## src/hdl/arcade_defs.svh

```systemverilog
////////////////////
// Widths, download indices, joystick bit positions
// and the CPU work-RAM base for the arcade glue
////////////////////
`ifndef ARCADE_DEFS_SVH
`define ARCADE_DEFS_SVH

// Shared memory channel
`define MEM_ADDR_W      25
`define MEM_DATA_W      16
`define HS_ADDR_W       20
// Upper 9 byte-address bits of the CPU work RAM
`define CPU_RAM_BASE_HI 9'h100

// Download stream indices
`define ROM_DL_INDEX    8'd0
`define DIP_DL_INDEX    8'd254
`define DIP_BYTES       8

// Player inputs and joystick control bits
`define PLAYER_W        10
`define JOY_START       10
`define JOY_COIN        11
`define JOY_ALT_START   12
`define JOY_PAUSE       13

`endif
```

## src/hdl/arcade_pkg.sv

```systemverilog
////////////////////
// Shared types: channel address, byte enables,
// channel word union, player and DIP words
////////////////////
`default_nettype none

`include "arcade_defs.svh"

package arcade_pkg;

    typedef logic [`MEM_ADDR_W-1:0] mem_addr_t;

    // Bit 1 enables the high byte
    typedef logic [1:0] mem_be_t;

    typedef struct packed {
        logic [`MEM_DATA_W/2-1:0] hi;
        logic [`MEM_DATA_W/2-1:0] lo;
    } mem_bytes_t;

    // One channel word, seen whole or as two byte lanes
    typedef union packed {
        logic [`MEM_DATA_W-1:0] word;
        mem_bytes_t             bytes;
    } mem_word_u;

    typedef logic [`HS_ADDR_W-1:0] hs_addr_t;
    typedef logic [15:0]           pad_word_t;
    typedef logic [`PLAYER_W-1:0]  player_t;
    typedef logic [2:0][7:0]       dip_word_t;

endpackage

`default_nettype wire

```

## src/hdl/mem_req_if.sv

```systemverilog
////////////////////
// One requester's access on the shared channel
////////////////////
`timescale 1ns/100ps
`default_nettype none

interface mem_req_if;
    import arcade_pkg::*;

    mem_addr_t addr;
    mem_word_u wdata;
    mem_be_t   be;
    // One-cycle pulse, counted while active holds
    logic      req;
    // High from the request until completion
    logic      active;
    mem_word_u rdata;
    logic      rdy;

    modport requester (output addr, wdata, be, req, active, input rdata, rdy);
    modport arbiter (input addr, wdata, be, req, active, output rdata, rdy);

endinterface

`default_nettype wire

```

## src/hdl/arcade_glue_top.sv

```systemverilog
////////////////////
// Board glue top level: channel arbiter, high-score
// bridge, DIP bank and input merge
////////////////////
`timescale 1ns/100ps
`default_nettype none

`include "arcade_defs.svh"

module arcade_glue_top (
    input  wire                        clk_sys,
    input  wire                        rst_n,
    // Download stream
    input  wire                        dl_download,
    input  wire                        dl_wr,
    input  wire [7:0]                  dl_index,
    input  wire arcade_pkg::mem_addr_t dl_addr,
    input  wire [7:0]                  dl_data,
    // ROM loader requests
    input  wire arcade_pkg::mem_addr_t rom_addr,
    input  wire arcade_pkg::mem_word_u rom_wdata,
    input  wire arcade_pkg::mem_be_t   rom_be,
    input  wire                        rom_req,
    output wire                        rdy,
    // High-score engine
    input  wire arcade_pkg::hs_addr_t  hs_address,
    input  wire [7:0]                  hs_data_in,
    input  wire                        hs_write_en,
    input  wire                        hs_read_en,
    output wire [7:0]                  hs_data_out,
    output wire                        hs_data_ready,
    // Game CPU
    input  wire arcade_pkg::mem_addr_t cpu_addr,
    input  wire arcade_pkg::mem_word_u cpu_wdata,
    input  wire arcade_pkg::mem_be_t   cpu_be,
    input  wire                        cpu_req,
    output wire arcade_pkg::mem_word_u cpu_rdata,
    // External memory channel
    output wire arcade_pkg::mem_addr_t mem_addr,
    output wire arcade_pkg::mem_word_u mem_wdata,
    output wire arcade_pkg::mem_be_t   mem_be,
    output wire                        mem_rnw,
    output wire                        mem_req,
    input  wire arcade_pkg::mem_word_u mem_rdata,
    input  wire                        mem_rdy,
    // Controls
    input  wire arcade_pkg::pad_word_t joy_p1,
    input  wire arcade_pkg::pad_word_t joy_p2,
    input  wire arcade_pkg::pad_word_t joy_p3,
    input  wire arcade_pkg::pad_word_t joy_p4,
    input  wire arcade_pkg::pad_word_t key_p1,
    input  wire arcade_pkg::pad_word_t key_p2,
    input  wire arcade_pkg::pad_word_t key_p3,
    input  wire arcade_pkg::pad_word_t key_p4,
    input  wire [3:0]                  key_start,
    input  wire [3:0]                  key_coin,
    input  wire                        key_pause,
    output wire arcade_pkg::player_t   p1_input,
    output wire arcade_pkg::player_t   p2_input,
    output wire arcade_pkg::player_t   p3_input,
    output wire arcade_pkg::player_t   p4_input,
    output wire [3:0]                  start_buttons,
    output wire [3:0]                  coin,
    output wire                        pause,
    output wire arcade_pkg::dip_word_t dip_sw
);
    import arcade_pkg::*;

    // ROM stream owns the channel for the whole download
    wire rom_write = dl_download && (dl_index == `ROM_DL_INDEX);

    mem_req_if hs_bus ();

    mem_ch3_arbiter arbiter_i (
        .clk_sys, .rst_n,
        .rom_write, .rom_addr, .rom_wdata, .rom_be, .rom_req,
        .hs         (hs_bus),
        .cpu_addr, .cpu_wdata, .cpu_be, .cpu_req,
        .mem_addr, .mem_wdata, .mem_be, .mem_rnw, .mem_req,
        .mem_rdata, .mem_rdy, .cpu_rdata, .rdy
    );

    hiscore_mem_bridge hs_bridge_i (
        .clk_sys, .rst_n,
        .hs_address, .hs_data_in, .hs_write_en, .hs_read_en,
        .hs_data_out, .hs_data_ready,
        .mem        (hs_bus)
    );

    dip_switch_bank dip_i (
        .clk_sys, .rst_n,
        .dl_wr, .dl_index, .dl_addr, .dl_data,
        .dip_sw
    );

    player_input_merge inputs_i (
        .clk_sys, .rst_n,
        .joy_p1, .joy_p2, .joy_p3, .joy_p4,
        .key_p1, .key_p2, .key_p3, .key_p4,
        .key_start, .key_coin, .key_pause,
        .p1_input, .p2_input, .p3_input, .p4_input,
        .start_buttons, .coin, .pause
    );

endmodule

`default_nettype wire

```

## src/hdl/player_input_merge.sv

```systemverilog
////////////////////
// Keyboard and joystick merge into player inputs,
// start, coin and pause
////////////////////
`timescale 1ns/100ps
`default_nettype none

`include "arcade_defs.svh"

module player_input_merge (
    input  wire                        clk_sys,
    input  wire                        rst_n,
    input  wire arcade_pkg::pad_word_t joy_p1,
    input  wire arcade_pkg::pad_word_t joy_p2,
    input  wire arcade_pkg::pad_word_t joy_p3,
    input  wire arcade_pkg::pad_word_t joy_p4,
    input  wire arcade_pkg::pad_word_t key_p1,
    input  wire arcade_pkg::pad_word_t key_p2,
    input  wire arcade_pkg::pad_word_t key_p3,
    input  wire arcade_pkg::pad_word_t key_p4,
    input  wire [3:0]                  key_start,
    input  wire [3:0]                  key_coin,
    input  wire                        key_pause,
    output arcade_pkg::player_t        p1_input,
    output arcade_pkg::player_t        p2_input,
    output arcade_pkg::player_t        p3_input,
    output arcade_pkg::player_t        p4_input,
    output logic [3:0]                 start_buttons,
    output logic [3:0]                 coin,
    output logic                       pause
);
    import arcade_pkg::*;

    pad_word_t merged_p1;
    pad_word_t merged_p2;
    pad_word_t merged_p3;
    pad_word_t merged_p4;
    pad_word_t joy_any;

    assign merged_p1 = joy_p1 | key_p1;
    assign merged_p2 = joy_p2 | key_p2;
    assign merged_p3 = joy_p3 | key_p3;
    assign merged_p4 = joy_p4 | key_p4;
    // Shared controls accept any joystick
    assign joy_any   = joy_p1 | joy_p2 | joy_p3 | joy_p4;

    always_ff @(posedge clk_sys or negedge rst_n) begin
        if (!rst_n) begin
            p1_input      <= '0;
            p2_input      <= '0;
            p3_input      <= '0;
            p4_input      <= '0;
            start_buttons <= '0;
            coin          <= '0;
            pause         <= 1'b0;
        end else begin
            p1_input      <= merged_p1[`PLAYER_W-1:0];
            p2_input      <= merged_p2[`PLAYER_W-1:0];
            p3_input      <= merged_p3[`PLAYER_W-1:0];
            p4_input      <= merged_p4[`PLAYER_W-1:0];
            start_buttons <= {joy_p4[`JOY_START] | key_start[3],
                              joy_p3[`JOY_START] | key_start[2],
                              joy_p2[`JOY_START] | joy_any[`JOY_ALT_START] | key_start[1],
                              joy_p1[`JOY_START] | key_start[0]};
            // Single coin slot
            coin          <= {3'b000, joy_any[`JOY_COIN] | (|key_coin)};
            pause         <= joy_any[`JOY_PAUSE] | key_pause;
        end
    end

endmodule

`default_nettype wire

```

## src/hdl/dip_switch_bank.sv

```systemverilog
////////////////////
// DIP switch bytes captured from the download stream
////////////////////
`timescale 1ns/100ps
`default_nettype none

`include "arcade_defs.svh"

module dip_switch_bank (
    input  wire                        clk_sys,
    input  wire                        rst_n,
    input  wire                        dl_wr,
    input  wire [7:0]                  dl_index,
    input  wire arcade_pkg::mem_addr_t dl_addr,
    input  wire [7:0]                  dl_data,
    output arcade_pkg::dip_word_t      dip_sw
);
    import arcade_pkg::*;

    // Active low switches, all off out of reset
    logic [7:0] dip_bytes [`DIP_BYTES];
    logic       dip_hit;

    assign dip_hit = dl_wr && (dl_index == `DIP_DL_INDEX) && !(|dl_addr[`MEM_ADDR_W-1:3]);

    always_ff @(posedge clk_sys or negedge rst_n) begin
        if (!rst_n) begin
            for (int i = 0; i < `DIP_BYTES; i++) begin
                dip_bytes[i] <= 8'hFF;
            end
        end else if (dip_hit) begin
            dip_bytes[dl_addr[2:0]] <= dl_data;
        end
    end

    // The game sees the first three bytes only
    assign dip_sw = {dip_bytes[2], dip_bytes[1], dip_bytes[0]};

endmodule

`default_nettype wire

```

## src/hdl/hiscore_mem_bridge.sv

```systemverilog
////////////////////
// High-score byte strobes to shared channel
// word requests, with byte lane selection
////////////////////
`timescale 1ns/100ps
`default_nettype none

`include "arcade_defs.svh"

module hiscore_mem_bridge (
    input  wire                       clk_sys,
    input  wire                       rst_n,
    input  wire arcade_pkg::hs_addr_t hs_address,
    input  wire [7:0]                 hs_data_in,
    input  wire                       hs_write_en,
    input  wire                       hs_read_en,
    output logic [7:0]                hs_data_out,
    output logic                      hs_data_ready,
    mem_req_if.requester              mem
);
    import arcade_pkg::*;

    logic write_lat;
    logic read_lat;
    logic start;
    logic done;

    // New access on a strobe edge, only when idle
    assign start = !mem.active &&
                   ((hs_write_en && !write_lat) || (hs_read_en && !read_lat));

    // A rdy in the issue cycle belongs to an earlier access
    assign done = mem.active && mem.rdy && !mem.req;

    ////////////////////
    // Request control
    ////////////////////
    always_ff @(posedge clk_sys or negedge rst_n) begin
        if (!rst_n) begin
            write_lat     <= 1'b0;
            read_lat      <= 1'b0;
            mem.be        <= '0;
            mem.req       <= 1'b0;
            mem.active    <= 1'b0;
            hs_data_ready <= 1'b0;
        end else begin
            write_lat     <= hs_write_en;
            read_lat      <= hs_read_en;
            mem.req       <= start;
            hs_data_ready <= done;
            if (start) begin
                mem.active <= 1'b1;
                // Odd byte address goes to the high lane
                mem.be <= hs_write_en ? {hs_address[0], ~hs_address[0]} : 2'b00;
            end else if (done) begin
                mem.active <= 1'b0;
            end
        end
    end

    ////////////////////
    // Address and data
    ////////////////////
    always_ff @(posedge clk_sys) begin
        if (start) begin
            mem.addr <= {`CPU_RAM_BASE_HI, hs_address[15:0]};
            if (hs_write_en) begin
                mem.wdata.bytes.hi <= hs_data_in;
                mem.wdata.bytes.lo <= hs_data_in;
            end
        end
        if (done) begin
            hs_data_out <= mem.addr[0] ? mem.rdata.bytes.hi : mem.rdata.bytes.lo;
        end
    end

    a_no_req_while_active: assert property (
        @(posedge clk_sys) disable iff (!rst_n)
        mem.req |-> !$past(mem.active)
    );

    a_ready_single: assert property (
        @(posedge clk_sys) disable iff (!rst_n)
        hs_data_ready |=> !hs_data_ready
    );

endmodule

`default_nettype wire

```

## src/hdl/mem_ch3_arbiter.sv

```systemverilog
////////////////////
// Fixed-priority selection of the shared channel
// ROM download, then high score, then CPU
////////////////////
`timescale 1ns/100ps
`default_nettype none

module mem_ch3_arbiter (
    input  wire                        clk_sys,
    input  wire                        rst_n,
    input  wire                        rom_write,
    input  wire arcade_pkg::mem_addr_t rom_addr,
    input  wire arcade_pkg::mem_word_u rom_wdata,
    input  wire arcade_pkg::mem_be_t   rom_be,
    input  wire                        rom_req,
    mem_req_if.arbiter                 hs,
    input  wire arcade_pkg::mem_addr_t cpu_addr,
    input  wire arcade_pkg::mem_word_u cpu_wdata,
    input  wire arcade_pkg::mem_be_t   cpu_be,
    input  wire                        cpu_req,
    output arcade_pkg::mem_addr_t      mem_addr,
    output arcade_pkg::mem_word_u      mem_wdata,
    output arcade_pkg::mem_be_t        mem_be,
    output logic                       mem_rnw,
    output logic                       mem_req,
    input  wire arcade_pkg::mem_word_u mem_rdata,
    input  wire                        mem_rdy,
    output arcade_pkg::mem_word_u      cpu_rdata,
    output logic                       rdy
);
    import arcade_pkg::*;

    // ROM writes never read back, others read when no lane is enabled
    always_comb begin
        if (rom_write) begin
            mem_addr  = rom_addr;
            mem_wdata = rom_wdata;
            mem_be    = rom_be;
            mem_rnw   = 1'b0;
            mem_req   = rom_req;
        end else if (hs.active) begin
            mem_addr  = hs.addr;
            mem_wdata = hs.wdata;
            mem_be    = hs.be;
            mem_rnw   = ~(|hs.be);
            mem_req   = hs.req;
        end else begin
            mem_addr  = cpu_addr;
            mem_wdata = cpu_wdata;
            mem_be    = cpu_be;
            mem_rnw   = ~(|cpu_be);
            mem_req   = cpu_req;
        end
    end

    // Completion and read data go back to every requester
    assign hs.rdata  = mem_rdata;
    assign hs.rdy    = mem_rdy;
    assign cpu_rdata = mem_rdata;
    assign rdy       = mem_rdy;

    // Direction must be known when the memory sees a new request
    a_req_be_known: assert property (
        @(posedge clk_sys) disable iff (!rst_n)
        $rose(mem_req) |-> !$isunknown(mem_be)
    );

endmodule

`default_nettype wire

```

## config.mk

```make
export PLATFORM = sky130hd
export DESIGN_NAME = arcade_glue_top
export DESIGN_NICKNAME = d
export VERILOG_FILES = /design/src/hdl/arcade_pkg.sv /design/src/hdl/mem_req_if.sv /design/src/hdl/arcade_glue_top.sv /design/src/hdl/player_input_merge.sv /design/src/hdl/dip_switch_bank.sv /design/src/hdl/hiscore_mem_bridge.sv /design/src/hdl/mem_ch3_arbiter.sv
export VERILOG_INCLUDE_DIRS = /design/src /design/src/hdl
export SDC_FILE = /design/constraint.sdc
export NUM_CORES = 1
export LEC_CHECK = 0
export ABC_AREA = 1
export ABC_CLOCK_PERIOD_IN_PS = 1900
export BUFFER_PORTS_ARGS = -buffer_cell sky130_fd_sc_hd__buf_2
export CORE_AREA = 2 2 179 181
export CTS_CLUSTER_DIAMETER = 40
export DETAILED_ROUTE_END_ITERATION = 8
export DIE_AREA = 0 0 181 183
export GPL_TIMING_DRIVEN = 0
export PLACE_DENSITY = 0.44
export SLEW_MARGIN = 20
export SYNTH_ARGS = -nofsm -noshare
export SYNTH_HDL_FRONTEND = slang
export SYNTH_SLANG_ARGS = --single-unit
```

## constraint.sdc

```tcl
create_clock -name clk_sys -period 1.9 [get_ports clk_sys]
set_clock_uncertainty 0.2 [all_clocks]
set_input_delay 0.57 -clock clk_sys [delete_from_list [all_inputs] [get_ports clk_sys]]
set_output_delay 0.57 -clock clk_sys [all_outputs]
set_load 0.01 [all_outputs]
```

==> impl_metrics.py <==
metrics = {
    "setup_path": {
        "cp_max_fo": 7,
        "crit_slowest_cell": "nand4_1",
        "reg2reg_from": "hs_bridge_i.mem.active",
        "cp.required_ps": 1130,
        "path_delay_family": "buffers and inverters",
        "critical_path_buf_inv_count": 6,
        "cp_slowest_stage_delay_ps": 140,
        "path_cells": "buf_6, nor2_4, nand4_1, nor2_4, buf_12, buf_8, buf_8, buf_6, nor2_4, nor2_4, buf_6",
        "worstSetupPathType": "input pin to output pin",
        "cp.arrival_ps": 1740,
        "endpoint_kind": "output pin",
        "cp-start-kind": "input pin",
        "startpoint": "dl_index[4]",
        "cpMostUsedCell": "nor2_4",
    },
    "job": {
        "maxCapViolCount": 0,
    },
    "sta": {
        "final-hold-violation-count": 0,
        "rsz0062_at_grt": "true",
        "final.setup.worst_slack_ps": -609,
        "timing.fmax_mhz": 399,
        "setup_viol": 45,
        "tightest_slew_ps": 646,
        "relSlewSlack": 0.567,
        "timing.final.crit_period_ps": 2510,
        "fin_setup_tns_ps": -24640,
        "hold-worst-slack_ps": 145,
        "drv_slew": 0,
        "post-route-period-util": 1.32,
    },
    "global_routing": {
        "grtUsageTotal": 0.126,
        "grt_max_degree": 51,
        "overflow": 0,
        "antenna_found_initial": 3,
        "first_global_vias": 5473,
        "grt_pass1_wl_mm": 31.3,
    },
    "logic_synthesis": {
        "synth_top_area_share": 0.258,
        "syn_area_mm2": 0.00513,
        "ys_warn_count": 0,
        "synth.avg_cell_area_um2": 8.66,
        "synth_cells": 593,
        "ys_ff_latch": 109,
        "synth_area_leaders": "dfrtp_1 (26%), edfxtp_1 (19%), nand2_1 (17%), dfstp_2 (12%), nor2_1 (6.0%)",
        "synth_top_area_cell": "dfrtp_1",
        "ys_seq_area_frac": 0.568,
        "synth_cell_types": 25,
    },
    "drt": {
        "final_antenna_net_count": 0,
        "drt_iter0_drc": 157,
        "viasPerCell": 3.79,
        "firstDrtPassIters": 4,
        "drt_wl_total_mm": 21.7,
        "drcViolationCount": 0,
        "route.vias.total": 5498,
        "avgRoutedWirePerCell_um": 14.9,
    },
    "floorplanning": {
        "fp.dieArea_mm2": 0.0331,
        "initial_core_util": 0.164,
        "coreArea_mm2": 0.0312,
        "dieHeight_um": 183,
        "fp.dieW_um": 181,
        "num_io_pins": 461,
        "rows": 65,
    },
    "placed_design": {
        "io_buffer_count": 421,
        "placed_area_mm2": 0.00790,
        "place_congestion": 0.854,
        "place_inst": 1419,
        "dp.final_hpwl_mm": 17.4,
    },
    "power_and_ir_drop": {
        "power.leakage_nw": 4.44,
        "powerDensity_mw_per_mm2": 873,
        "total_power_mw": 7.54,
        "ir_drop_mv": 0.477,
    },
    "cts": {
        "cts.sinks": 109,
        "clock_latency_ps": 350,
        "clk_pin_slew_worst_paths_ps": 70,
        "cts-root-buf": "clkbuf_16",
        "cts_tree": "built",
        "htree_levels": 3,
        "cts_made_buffers": 9,
        "cts_buffer_depth": 2,
    },
    "final_layout": {
        "fin_area_mm2": 0.00863,
        "drive_gt1_frac": 0.593,
        "nets": 1360,
        "stdcell_count": 1452,
        "area_growth_pct": 68.2,
    },
    "hold_path": {
        "hp-class": "input pin to flop",
        "min_from": "hs_write_en",
    },
    "run_status": {
        "violations": "negative setup slack",
        "status": "complete, but fails checks",
    },
}
[per-stage QoR]
stage | setup slack [ps] | utilization
3_3_place_gp | -1020 | 0.252
3_5_place_dp | -1020 | 0.253
5_1_grt | -662 | 0.276
6_report | -609 | 0.276
4_1_cts | -636 | 0.273
2_1_floorplan | -247 | -
[cells in the final DEF, fill, tap and decap left out, types with 3 or more instances in the layout]
| cell | netlist | layout |
|---|---|---|
| nand3_2 | 3 | 3 |
| nor2_4 | 2 | 15 |
| dfstp_2 | 24 | 24 |
| or2_2 | 43 | 43 |
| nor2_1 | 82 | 50 |
| o21ai_1 | 2 | 6 |
| inv_4 | 0 | 3 |
| edfxtp_1 | 32 | 32 |
| nand2_2 | 0 | 4 |
| conb_1 | 1 | 3 |
| buf_6 | 0 | 11 |
| clkbuf_16 | 0 | 11 |
| buf_4 | 26 | 30 |
| buf_12 | 0 | 6 |
| nand2_4 | 0 | 7 |
| nor4_1 | 3 | 3 |
| buf_2 | 7 | 416 |
| nor2_2 | 0 | 19 |
| dfrtp_1 | 53 | 53 |
| nand2_1 | 238 | 227 |
| clkbuf_2 | 0 | 3 |
| inv_1 | 19 | 17 |
| mux2_2 | 8 | 8 |
| nand3_1 | 24 | 24 |
| o21ai_0 | 10 | 4 |
[sequential cells by signal, summed over array words and instances (netlist names), 2 cells and up]
register	count
dip_i.dip_sw	24
inputs_i.p2_input	10
hs_bridge_i.mem.wdata	8
inputs_i.p4_input	10
hs_bridge_i.mem.addr	16
hs_bridge_i.mem.be	2
inputs_i.p3_input	10
inputs_i.p1_input	10
hs_bridge_i.hs_data_out	8
inputs_i.start_buttons	4
[power by group]
| group | internal (mW) | switching [mW] |
|---|---|---|
| clock | 0.933 | 0.922 |
| sequential | 2.64 | 0.0653 |
| combinational | 1.28 | 1.69 |
[cell families (layout without fill, tap and decap cells)]
kind of cell,after synthesis,count (layout),synth area share
muxes,9,9,0.0195
other,1,5,0.000730
and+or+nand+nor,402,402,0.335
AOI/OAI and AO/OA,13,13,0.0129
DFF,109,109,0.568
buffers and inverters,59,512,0.0639
[what timing repair did]
action	in CTS	in global routing
hold buffers	1	0
endpoints found under the hold margin	11	0
cloned	1	1
setup endpoints to repair	70	45
buffers inserted	11	1
pin swaps	8	7
resized for setup	64	15
[per-layer routing]
layer | wire length, um | global-route usage | up-vias | share of wire
met5 | 12 | 0 | - | 0.00055
met4 | 552 | 0.0455 | 2 | 0.025
met3 | 1650 | 0.0359 | 29 | 0.076
met2 | 11000 | 0.233 | 267 | 0.51
met1 | 8450 | 0.138 | 2465 | 0.39
li1 | - | - | 2735 | -
[worst reg2reg max path: cells and delay by family (launching register included)]
kind,cells,cell delay (ps)
buf+inv,2,250
flops,1,420
simple gates,2,530
[final timing paths]
check,end,slack (ps),cells past startpoint
worst max-delay path,mem_wdata[13],-610,11
worst min register to register,dip_i.dip_sw[0],260,2
worst max register to register,hs_bridge_i.mem.wdata[9],160,4
min in group asynchronous,inputs_i.p4_input[0],510,2
worst min-delay path,hs_bridge_i.write_lat,150,1
max in group asynchronous,dip_i.dip_sw[7],350,3
[cell type report]
| cell class | count | area (um2) |
|---|---|---|
| Clock buffer | 11 | 243 |
| Clock inverter | 5 | 33.8 |
| Multi-Input combinational cell | 427 | 2120 |
| Timing Repair Buffer | 437 | 2360 |
| Sequential cell | 109 | 2920 |
| Tap cell | 402 | 503 |
| Inverter | 21 | 87.6 |
| Fill cell | 3421 | 22600 |
| Buffer | 38 | 358 |
| Antenna cell | 2 | 5.00 |
[cells in the mapped netlist]
cell	number
buf_2	7
buf_4	26
clkbuf_1	5
conb_1	1
dfrtp_1	53
dfstp_2	24
edfxtp_1	32
inv_1	19
inv_2	2
mux2_2	8
mux2i_1	1
nand2_1	238
nand3_1	24
nand3_2	3
nand4_1	1
nor2_1	82
nor2_4	2
nor3_1	3
nor3_2	1
nor3b_2	2
nor4_1	3
o21ai_0	10
o21ai_1	2
o22ai_1	1
or2_2	43
Note: power is estimated with default switching activity, not from simulation.
